File: src/logic/cc_pkg.sv
package cc_pkg;

    // ~~~~~~~~~~~~~~~~~~~~~~~~~~~~~~~~~~~~~~~~~~~~~~~~~~~~~~~~~~~~~~~~~~~~
    // widths with a meaning
    // ~~~~~~~~~~~~~~~~~~~~~~~~~~~~~~~~~~~~~~~~~~~~~~~~~~~~~~~~~~~~~~~~~~~~
    typedef logic [31:0] gap_t;      // cycles between admissions
    typedef logic [10:0] alpha_t;    // fixed point, 1024 == 1.0
    typedef logic [63:0] req_t;      // request descriptor, opaque here
    typedef logic [2:0]  cfg_addr_t;
    typedef logic [31:0] cfg_data_t;
    typedef logic [3:0]  shift_t;    // gain exponent g

    typedef enum logic [0:0] {
        ST_WAIT_GAP = 1'b0,          // timer running, waiting for gap + request + space
        ST_ADMIT    = 1'b1           // one cycle, hands the request to the queue
    } pacer_state_t;

    localparam alpha_t ALPHA_ONE = 11'd1024;

    // request queue
    localparam int REQ_QDEPTH = 16;
    localparam int REQ_PTR_W  = $clog2(REQ_QDEPTH);

    // ~~~~~~~~~~~~~~~~~~~~~~~~~~~~~~~~~~~~~~~~~~~~~~~~~~~~~~~~~~~~~~~~~~~~
    // register map
    // ~~~~~~~~~~~~~~~~~~~~~~~~~~~~~~~~~~~~~~~~~~~~~~~~~~~~~~~~~~~~~~~~~~~~
    localparam cfg_addr_t REG_INIT_GAP    = 3'd0;  // rw
    localparam cfg_addr_t REG_MIN_GAP     = 3'd1;  // rw
    localparam cfg_addr_t REG_MAX_GAP     = 3'd2;  // rw
    localparam cfg_addr_t REG_RECOVER_CNT = 3'd3;  // rw
    localparam cfg_addr_t REG_G_SHIFT     = 3'd4;  // rw
    localparam cfg_addr_t REG_RATE_RESET  = 3'd5;  // wo, pulse
    localparam cfg_addr_t REG_CUR_GAP     = 3'd6;  // ro, live
    localparam cfg_addr_t REG_ALPHA       = 3'd7;  // ro, live

    // reset values
    localparam gap_t      INIT_GAP_DEF    = 32'd100;
    localparam gap_t      MIN_GAP_DEF     = 32'd4;
    localparam gap_t      MAX_GAP_DEF     = 32'd4000;
    localparam cfg_data_t RECOVER_CNT_DEF = 32'd10;
    localparam shift_t    G_SHIFT_DEF     = 4'd4;

    // largest sensible gain exponent, beyond it alpha never moves
    localparam cfg_data_t G_SHIFT_MAX     = 32'd10;

endpackage

File: src/logic/cc_rate_regs.sv
module cc_rate_regs import cc_pkg::*; (
    input  logic      aclk,
    input  logic      aresetn,

    input  logic      cfg_wr,
    input  cfg_addr_t cfg_addr,
    input  cfg_data_t cfg_wdata,
    output cfg_data_t cfg_rdata,

    input  gap_t      cur_gap,      // live, from rate control
    input  alpha_t    alpha,        // live, from rate control

    output gap_t      init_gap,
    output gap_t      min_gap,
    output gap_t      max_gap,
    output cfg_data_t recover_cnt,
    output shift_t    g_shift,
    output logic      rate_reset    // one cycle, the cycle after the write
);

    // ~~~~~~~~~~~~~~~~~~~~~~~~~~~~~~~~~~~~~~~~~~~~~~~~~~~~~~~~~~~~~~~~~~~~
    // write side
    // ~~~~~~~~~~~~~~~~~~~~~~~~~~~~~~~~~~~~~~~~~~~~~~~~~~~~~~~~~~~~~~~~~~~~
    always_ff @(posedge aclk) begin
        if (!aresetn) begin
            init_gap    <= INIT_GAP_DEF;
            min_gap     <= MIN_GAP_DEF;
            max_gap     <= MAX_GAP_DEF;
            recover_cnt <= RECOVER_CNT_DEF;
            g_shift     <= G_SHIFT_DEF;
            rate_reset  <= 1'b0;
        end else begin
            rate_reset <= cfg_wr && (cfg_addr == REG_RATE_RESET);  // self clearing
            if (cfg_wr) begin
                case (cfg_addr)
                    REG_INIT_GAP:    init_gap    <= cfg_wdata;
                    REG_MIN_GAP:     min_gap     <= cfg_wdata;
                    REG_MAX_GAP:     max_gap     <= cfg_wdata;
                    REG_RECOVER_CNT: recover_cnt <= cfg_wdata;
                    REG_G_SHIFT:     g_shift     <= cfg_wdata[3:0];
                    default: ;                     // pulse and read-only addresses
                endcase
            end
        end
    end

    // ~~~~~~~~~~~~~~~~~~~~~~~~~~~~~~~~~~~~~~~~~~~~~~~~~~~~~~~~~~~~~~~~~~~~
    // readback, combinational from the address
    // ~~~~~~~~~~~~~~~~~~~~~~~~~~~~~~~~~~~~~~~~~~~~~~~~~~~~~~~~~~~~~~~~~~~~
    always_comb begin
        case (cfg_addr)
            REG_INIT_GAP:    cfg_rdata = init_gap;
            REG_MIN_GAP:     cfg_rdata = min_gap;
            REG_MAX_GAP:     cfg_rdata = max_gap;
            REG_RECOVER_CNT: cfg_rdata = recover_cnt;
            REG_G_SHIFT:     cfg_rdata = cfg_data_t'(g_shift);  // zero extended
            REG_CUR_GAP:     cfg_rdata = cur_gap;
            REG_ALPHA:       cfg_rdata = cfg_data_t'(alpha);    // zero extended
            default:         cfg_rdata = '0;                    // rate reset reads 0
        endcase
    end

    // a shift above 10 leaves alpha frozen, software must not program it
    a_g_shift_range: assert property (
        @(posedge aclk) disable iff (!aresetn)
        (cfg_wr && cfg_addr == REG_G_SHIFT) |-> (cfg_wdata <= G_SHIFT_MAX)
    ) else $error("g_shift written above %0d", G_SHIFT_MAX);

endmodule

File: src/logic/cc_rate_ctrl.sv
module cc_rate_ctrl import cc_pkg::*; (
    input  logic      aclk,
    input  logic      aresetn,

    input  logic      ecn_valid,    // one strobe per cycle, always taken
    input  logic      ecn_mark,

    input  gap_t      init_gap,
    input  gap_t      min_gap,
    input  gap_t      max_gap,
    input  cfg_data_t recover_cnt,
    input  shift_t    g_shift,
    input  logic      rate_reset,

    output gap_t      cur_gap,
    output alpha_t    alpha
);

    gap_t        tgt_gap;           // target for halfway recovery
    cfg_data_t   unmarked_cnt;

    logic [42:0] gap_prod;          // cur_gap * alpha
    logic [32:0] raw_gap;           // one bit of headroom before clamping
    cfg_data_t   cnt_inc;
    logic        recover;

    gap_t        nxt_gap;
    gap_t        nxt_tgt;
    alpha_t      nxt_alpha;
    cfg_data_t   nxt_cnt;

    // ~~~~~~~~~~~~~~~~~~~~~~~~~~~~~~~~~~~~~~~~~~~~~~~~~~~~~~~~~~~~~~~~~~~~
    // next state for one strobe
    // ~~~~~~~~~~~~~~~~~~~~~~~~~~~~~~~~~~~~~~~~~~~~~~~~~~~~~~~~~~~~~~~~~~~~
    assign gap_prod = cur_gap * alpha;
    assign cnt_inc  = unmarked_cnt + 32'd1;
    assign recover  = (cnt_inc >= recover_cnt);   // >= also covers a lowered threshold

    always_comb begin
        nxt_tgt   = tgt_gap;
        nxt_alpha = alpha;
        nxt_cnt   = cnt_inc;
        raw_gap   = {1'b0, cur_gap};              // unchanged unless a rule fires
        if (ecn_mark) begin
            // congestion: gap grows by cur*alpha/2048, alpha moves toward 1
            nxt_tgt   = cur_gap;
            raw_gap   = {1'b0, cur_gap} + {1'b0, gap_prod[42:11]};
            nxt_alpha = alpha - (alpha >> g_shift) + (ALPHA_ONE >> g_shift);
            nxt_cnt   = '0;
        end else if (recover) begin
            // quiet long enough: halfway back to target, alpha decays
            raw_gap   = ({1'b0, cur_gap} + {1'b0, tgt_gap}) >> 1;
            nxt_alpha = alpha - (alpha >> g_shift);
            nxt_cnt   = '0;
        end

        // clamp into the configured window
        if (raw_gap < {1'b0, min_gap}) begin
            nxt_gap = min_gap;
        end else if (raw_gap > {1'b0, max_gap}) begin
            nxt_gap = max_gap;
        end else begin
            nxt_gap = raw_gap[31:0];
        end
    end

    always_ff @(posedge aclk) begin
        if (!aresetn || rate_reset) begin          // both restart the estimate
            cur_gap      <= init_gap;
            tgt_gap      <= init_gap;
            alpha        <= ALPHA_ONE;
            unmarked_cnt <= '0;
        end else if (ecn_valid) begin
            cur_gap      <= nxt_gap;
            tgt_gap      <= nxt_tgt;
            alpha        <= nxt_alpha;
            unmarked_cnt <= nxt_cnt;
        end
    end

    // ~~~~~~~~~~~~~~~~~~~~~~~~~~~~~~~~~~~~~~~~~~~~~~~~~~~~~~~~~~~~~~~~~~~~
    // checks
    // ~~~~~~~~~~~~~~~~~~~~~~~~~~~~~~~~~~~~~~~~~~~~~~~~~~~~~~~~~~~~~~~~~~~~
    a_alpha_max: assert property (
        @(posedge aclk) disable iff (!aresetn)
        alpha <= ALPHA_ONE
    ) else $error("alpha above 1.0: %0d", alpha);

    // window is taken from the strobe cycle, a later cfg write may move it
    a_gap_window: assert property (
        @(posedge aclk) disable iff (!aresetn)
        (ecn_valid && !rate_reset) |=>
            (cur_gap >= $past(min_gap)) && (cur_gap <= $past(max_gap))
    ) else $error("cur_gap %0d outside window after update", cur_gap);

endmodule

File: src/logic/cc_pacer.sv
module cc_pacer import cc_pkg::*; (
    input  logic aclk,
    input  logic aresetn,

    input  gap_t cur_gap,

    input  logic s_req_valid,
    input  req_t s_req_data,
    output logic s_req_ready,       // single-cycle pulse per admission

    output logic enq_valid,
    output req_t enq_data,
    input  logic enq_ready          // low while the queue is full
);

    pacer_state_t state;
    gap_t         timer;            // cycles since last admission
    logic         admit_ok;

    // gap elapsed, a request waiting, room downstream
    assign admit_ok = (timer >= cur_gap) && s_req_valid && enq_ready;

    always_ff @(posedge aclk) begin
        if (!aresetn) begin
            state <= ST_WAIT_GAP;
            timer <= '0;
        end else begin
            case (state)
                ST_WAIT_GAP: begin
                    if (admit_ok) state <= ST_ADMIT;
                    if (timer != '1) timer <= timer + 32'd1;  // saturate, no wrap
                end
                ST_ADMIT: begin
                    state <= ST_WAIT_GAP;
                    timer <= '0;                              // restart spacing
                end
                default: state <= ST_WAIT_GAP;
            endcase
        end
    end

    // requester holds valid and data until ready, so the admit cycle
    // still sees the request chosen in the wait cycle
    assign s_req_ready = (state == ST_ADMIT);
    assign enq_valid   = (state == ST_ADMIT);
    assign enq_data    = s_req_data;          // straight through, stable under valid

endmodule

File: src/logic/req_queue.sv
module req_queue import cc_pkg::*; (
    input  logic aclk,
    input  logic aresetn,

    input  logic enq_valid,
    input  req_t enq_data,
    output logic enq_ready,

    output logic m_req_valid,       // registered
    output req_t m_req_data,        // registered
    input  logic m_req_ready
);

    req_t                 mem [REQ_QDEPTH];
    logic [REQ_PTR_W-1:0] wr_ptr;
    logic [REQ_PTR_W-1:0] rd_ptr;
    logic [REQ_PTR_W:0]   mem_cnt;  // entries behind the output register

    logic enq;
    logic out_free;                 // output register can take a new head
    logic mem_empty;
    logic mem_wr;
    logic mem_rd;

    assign enq_ready = (mem_cnt != REQ_QDEPTH[REQ_PTR_W:0]);
    assign enq       = enq_valid && enq_ready;
    assign out_free  = !m_req_valid || m_req_ready;
    assign mem_empty = (mem_cnt == '0);
    assign mem_rd    = out_free && !mem_empty;
    assign mem_wr    = enq && !(out_free && mem_empty);  // else bypass to output

    // storage, no reset on payload
    always_ff @(posedge aclk) begin
        if (mem_wr) mem[wr_ptr] <= enq_data;
        if (mem_rd) begin
            m_req_data <= mem[rd_ptr];   // oldest first
        end else if (out_free && enq) begin
            m_req_data <= enq_data;      // empty queue, one cycle to the sink
        end
    end

    // ~~~~~~~~~~~~~~~~~~~~~~~~~~~~~~~~~~~~~~~~~~~~~~~~~~~~~~~~~~~~~~~~~~~~
    // control
    // ~~~~~~~~~~~~~~~~~~~~~~~~~~~~~~~~~~~~~~~~~~~~~~~~~~~~~~~~~~~~~~~~~~~~
    always_ff @(posedge aclk) begin
        if (!aresetn) begin
            wr_ptr      <= '0;
            rd_ptr      <= '0;
            mem_cnt     <= '0;
            m_req_valid <= 1'b0;
        end else begin
            if (mem_wr) wr_ptr <= wr_ptr + 1'b1;  // depth is a power of two
            if (mem_rd) rd_ptr <= rd_ptr + 1'b1;
            mem_cnt <= mem_cnt + mem_wr - mem_rd;
            if (out_free) m_req_valid <= !mem_empty || enq;  // head held otherwise
        end
    end

    // the pacer must look at enq_ready before it admits
    a_no_enq_full: assert property (
        @(posedge aclk) disable iff (!aresetn)
        enq_valid |-> enq_ready
    ) else $error("enqueue into a full request queue");

endmodule

File: src/logic/cc_queue.sv
module cc_queue import cc_pkg::*; (
    input  logic      aclk,
    input  logic      aresetn,

    // ecn feedback, strobe only
    input  logic      ecn_valid,
    input  logic      ecn_mark,

    // configuration
    input  logic      cfg_wr,
    input  cfg_addr_t cfg_addr,
    input  cfg_data_t cfg_wdata,
    output cfg_data_t cfg_rdata,

    // requests in
    input  logic      s_req_valid,
    output logic      s_req_ready,
    input  req_t      s_req_data,

    // requests out
    output logic      m_req_valid,
    input  logic      m_req_ready,
    output req_t      m_req_data
);

    // config toward rate control
    gap_t      init_gap;
    gap_t      min_gap;
    gap_t      max_gap;
    cfg_data_t recover_cnt;
    shift_t    g_shift;
    logic      rate_reset;

    // live rate state
    gap_t      cur_gap;
    alpha_t    alpha;

    // pacer to queue
    logic      enq_valid;
    logic      enq_ready;
    req_t      enq_data;

    cc_rate_regs cc_rate_regs_i (
        .aclk, .aresetn,
        .cfg_wr, .cfg_addr, .cfg_wdata, .cfg_rdata,
        .cur_gap, .alpha,
        .init_gap, .min_gap, .max_gap, .recover_cnt, .g_shift, .rate_reset
    );

    cc_rate_ctrl cc_rate_ctrl_i (
        .aclk, .aresetn,
        .ecn_valid, .ecn_mark,
        .init_gap, .min_gap, .max_gap, .recover_cnt, .g_shift, .rate_reset,
        .cur_gap, .alpha
    );

    cc_pacer cc_pacer_i (
        .aclk, .aresetn,
        .cur_gap,
        .s_req_valid, .s_req_data, .s_req_ready,
        .enq_valid, .enq_data, .enq_ready
    );

    req_queue req_queue_i (
        .aclk, .aresetn,
        .enq_valid, .enq_data, .enq_ready,
        .m_req_valid, .m_req_data, .m_req_ready
    );

endmodule

File: config.mk
export PLATFORM = sky130hd
export DESIGN_NAME = cc_queue
export DESIGN_NICKNAME = d
export VERILOG_FILES = /design/src/logic/cc_pkg.sv /design/src/logic/cc_rate_regs.sv /design/src/logic/cc_rate_ctrl.sv /design/src/logic/cc_pacer.sv /design/src/logic/req_queue.sv /design/src/logic/cc_queue.sv
export SDC_FILE = /design/constraint.sdc
export NUM_CORES = 2
export LEC_CHECK = 0
export BUFFER_PORTS_ARGS = -buffer_cell sky130_fd_sc_hd__buf_2
export CAP_MARGIN = 20
export CORE_MARGIN = 1
export CORE_UTILIZATION = 30
export CTS_BUF_LIST = sky130_fd_sc_hd__clkbuf_16
export DETAILED_ROUTE_END_ITERATION = 6
export PLACE_DENSITY = 0.51
export RECOVER_POWER = 25
export SYNTH_ARGS = -nofsm -noshare
export SYNTH_HDL_FRONTEND = slang
export SYNTH_SLANG_ARGS = --single-unit
File: constraint.sdc
create_clock -name aclk -period 9.6 [get_ports aclk]
set_input_delay 0.96 -clock aclk [delete_from_list [all_inputs] [get_ports aclk]]
set_output_delay 0.96 -clock aclk [all_outputs]
set_load 0.03 [all_outputs]
==> results.sh <==
export IMPL_p_sw_mw=10.8
export IMPL_die_w_um=495
export IMPL_cts_max_level=4
export IMPL_finalInstanceArea_um2=85900
export IMPL_wl_um=215000
export IMPL_max_freq_ghz=0.0983
export IMPL_die_y_um=495
export IMPL_rrSetupSlack_ns=-0.58
export IMPL_num_nets_final=6650
export IMPL_internal_power_mw=16.9
export IMPL_r2r_end="cc_rate_ctrl_i.cur_gap[31]"
export IMPL_syn_nets=6130
export IMPL_slew_headroom=0.255
export IMPL_yosysSeqAreaShare=0.536
export IMPL_root_buffer="clkbuf_16"
export IMPL_portBuffers=203
export IMPL_final_layout_size_suffix_gt1_frac=0.224
export IMPL_ioPinCount=204
export IMPL_r2r_start="cc_rate_ctrl_i.cur_gap[3]"
export IMPL_cts_tree="done"
export IMPL_synthCells=5449
export IMPL_grt_antenna_before_repair=49
export IMPL_violations="negative setup slack"
export IMPL_drc=0
export IMPL_finalPower_mw=27.7
export IMPL_vias=46200
export IMPL_viasPerCell=4.98
export IMPL_cts_clk_slew_worst_paths_ns=0.06
export IMPL_slew_violations=0
export IMPL_p_leak_nw=31.1
export IMPL_timing_final_crit_share=1.06
export IMPL_path_class="reg -> reg"
export IMPL_core_area_um2=241000
export IMPL_rsz0062_at_grt="yes"
export IMPL_syn_cell_area_um2=73000
export IMPL_floorplan_initialDensity=0.303
export IMPL_row_count=180
export IMPL_finalWeightedCongestion=0.898
export IMPL_final_antenna_net_count=0
export IMPL_ff2ff_path_depth=39
export IMPL_cts_sinks=1379
export IMPL_overflow=0
export IMPL_required_ns=10.13
export IMPL_drtIter0Drc=2874
export IMPL_dpl_worst_slack_ns=-1.42
export IMPL_cp_slowest_cell="fa_1"
export IMPL_ir_drop_v=0.000182
export IMPL_drtPass1Iterations=7
export IMPL_setup_viol=32
export IMPL_dieArea_um2=245000
export IMPL_grt_pass1_vias=47800
export IMPL_crit_family="adder cells"
export IMPL_cts_buffers=146
export IMPL_worstPathMaxFanout=6
export IMPL_max_stage_delay_ns=0.56
export IMPL_finalWorstSetupSlack_ns=-0.576
export IMPL_endpoint="cc_rate_ctrl_i.cur_gap[31]"
export IMPL_hold_class="in -> reg"
export IMPL_synthArstFlopShare=0
export IMPL_hpwl_um=147000
export IMPL_maxCapViolCount=0
export IMPL_postPlaceCellArea_um2=80500
export IMPL_pwr_share_clk=0.199
export IMPL_synthFlopType="edfxtp_1"
export IMPL_wl_per_cell_um=23.2
export IMPL_p_per_area_nw_per_um2=322
export IMPL_clock_path_buffers=3
export IMPL_grt_first_pass_wirelength_um=318000
export IMPL_netlist_cell_type_count=83
export IMPL_syn_area_per_cell_um2=13.4
export IMPL_sw_frac_of_total=0.389
export IMPL_synth_edf_count=1152
export IMPL_crit_start="cc_rate_ctrl_i.cur_gap[3]"
export IMPL_end_kind="register"
export IMPL_timing_critical_path_buf_inv=4
export IMPL_clock_latency_ns=0.79
export IMPL_status="complete, but fails checks"
export IMPL_grt_use_total=0.175
export IMPL_area_growth_pct=17.7
export IMPL_finClkSkew_ns=0.0359
export IMPL_hold_ws_ns=0.459
export IMPL_synth_seq_cells=1379
export IMPL_cpMostUsedCell="fa_1"
export IMPL_grt_max_degree=103
export IMPL_synth_top_area_share=0.474
export IMPL_yosysTopAreaCell="edfxtp_1"
export IMPL_pwr_share_comb=0.540
export IMPL_cp_depth=39
export IMPL_tightest_slew_ns=1.11
export IMPL_p_seq_frac=0.260
export IMPL_synth_area_top_cells="edfxtp_1 (47%), mux4_2 (11%), fa_1 (7.5%), dfxtp_1 (6.2%), ha_1 (5.2%)"
export IMPL_synth_warnings=0
export IMPL_final_hold_violation_count=0
export IMPL_critPathArrivalTime_ns=10.71
export IMPL_start_kind="register"
export IMPL_post_route_min_period_ns=10.18
metrics by stage:
step                      setup TNS [ns]  std cells  utilization
final                             -13.34       9277        0.356
after global routing              -25.87       9274        0.356
after CTS                         -14.94       9257        0.355
after detailed placement          -38.67       8978        0.334
after global placement            -35.32       8978        0.334
after floorplan                        0       5449            -
synthesized netlist by cell type (9+ instances only):
cell type,number
edfxtp_1,1152
nand2_1,703
inv_1,406
mux4_2,348
ha_1,302
fa_1,273
clkbuf_1,233
dfxtp_1,227
nor2_1,225
a21oi_1,180
o21ai_0,165
a21boi_0,121
and2_1,111
a21o_1,106
xnor2_1,94
mux2_2,74
nand3_1,60
nor3_1,59
xor2_1,56
o211ai_1,46
buf_1,42
nand4_1,41
mux2i_1,37
and3_1,34
nor2b_1,30
a211oi_1,27
a22o_1,24
nand2b_1,24
or3_1,23
o21a_1,18
a31oi_1,14
a311oi_1,13
o31ai_1,13
o21bai_1,12
o22ai_1,12
a221o_1,11
buf_2,9
worst min-delay path by stage:
stage	startpoint	to	slack, ns	depth (start not counted)
3_3_place_gp	cc_rate_ctrl_i.unmarked_cnt[15]	cc_rate_ctrl_i.unmarked_cnt[15]	0.46	1
5_1_grt	cfg_wdata[12]	cc_rate_regs_i.init_gap[12]	0.41	3
2_1_floorplan	cc_rate_ctrl_i.unmarked_cnt[15]	cc_rate_ctrl_i.unmarked_cnt[15]	0.45	1
6_report	cfg_wdata[12]	cc_rate_regs_i.init_gap[12]	0.46	3
3_5_place_dp	cc_rate_ctrl_i.unmarked_cnt[15]	cc_rate_ctrl_i.unmarked_cnt[15]	0.47	1
4_1_cts	cfg_wdata[21]	cc_rate_regs_i.recover_cnt[21]	0.39	3
worst reg2reg max path, delay by kind of cell (launching register included):
kind	cells	cell delay [ns]
simple gates	10	2.14
fa+ha+maj	8	3.38
flops	1	0.51
buf+inv	4	0.40
xor+xnor	2	0.38
compound gates	15	3.13
power by group through the flow:
| stage | logic [mW] | registers [mW] | clock network, mW |
|---|---|---|---|
| global placement | 14.1 | 7.35 | 0 |
| CTS | 14.8 | 7.23 | 5.66 |
| detailed placement | 14.2 | 7.35 | 0 |
| floorplan | 8.21 | 7.46 | 0 |
| finish | 15.0 | 7.21 | 5.52 |
| global route | 16.3 | 7.24 | 5.87 |
metal layers:
layer / share of wire / wire [um] / global-route usage
met2: 0.50 / 109000 / 0.305
met4: 0.030 / 6430 / 0.0518
met1: 0.41 / 89100 / 0.218
met5: 0.0010 / 224 / 0
met3: 0.051 / 11000 / 0.0329
final cells by class:
class / count / area (um^2)
inverter: 407 / 1530
multi-input combinational: 3379 / 32000
clock inverter: 113 / 940
fill: 23300 / 155000
tap: 3185 / 3990
antenna: 9 / 22.5
sequential: 1379 / 39200
clock buffer: 149 / 3730
timing repair buffer: 656 / 4570
state kept, by name, indices dropped and copies added (netlist names), named ones only:
signal                       count
cc_pacer_i.enq_valid             1
cc_pacer_i.timer                32
cc_rate_ctrl_i.alpha            11
cc_rate_ctrl_i.cur_gap          32
cc_rate_ctrl_i.tgt_gap          32
cc_rate_ctrl_i.unmarked_cnt     32
cc_rate_regs_i.g_shift           4
cc_rate_regs_i.init_gap         32
cc_rate_regs_i.max_gap          32
cc_rate_regs_i.min_gap          32
cc_rate_regs_i.rate_reset        1
cc_rate_regs_i.recover_cnt      32
req_queue_i.m_req_data          64
req_queue_i.m_req_valid          1
req_queue_i.mem               1024
req_queue_i.mem_cnt              5
req_queue_i.rd_ptr               4
req_queue_i.wr_ptr               4
timing repair:
action / 4_1_cts / 5_1_grt
pin swaps: 25 / 48
endpoints found under the setup margin: 32 / 32
gates cloned: 1 / 0
endpoints found under the hold margin: 0 / 0
hold buffers: 0 / 0
gates resized for setup: 72 / 49
setup buffers: 16 / 12
logic make-up (layout without fill, tap and decap cells):
| group | Yosys count | count (layout) | synth area share |
|---|---|---|---|
| buffers and inverters | 691 | 1325 | 0.0357 |
| AOI/OAI and AO/OA | 837 | 837 | 0.0765 |
| muxes | 460 | 460 | 0.124 |
| and+or+nand+nor | 1357 | 1357 | 0.0834 |
| DFF | 1379 | 1379 | 0.536 |
| xor gates and xnor gates | 150 | 150 | 0.0180 |
| other | 0 | 9 | 0 |
| adders and majority gates | 575 | 575 | 0.127 |
cells in the final DEF, fill, tap and decap left out, types with 14 or more instances in the layout:
cell / n
a211oi_1: 25
nor2_1: 203
a21boi_0: 120
clkinv_2: 20
clkinv_1: 28
dfxtp_1: 217
nor2b_1: 28
edfxtp_1: 1152
nor3_1: 52
mux2_2: 74
nand4_1: 41
xor2_1: 54
and3_1: 34
a21oi_1: 167
fa_1: 270
mux2i_1: 37
xnor2_1: 88
o21a_1: 18
buf_2: 146
inv_1: 438
mux4_2: 348
a22o_1: 24
buf_4: 431
nand3_1: 59
or3_1: 23
buf_12: 14
o21ai_0: 159
nand2b_1: 23
nand2_1: 696
clkbuf_1: 55
nor2_4: 16
o211ai_1: 46
clkbuf_16: 149
a21o_1: 105
and2_1: 109
ha_1: 294
a21oi_2: 14
No activity file was read; power rests on OpenSTA's default activity.
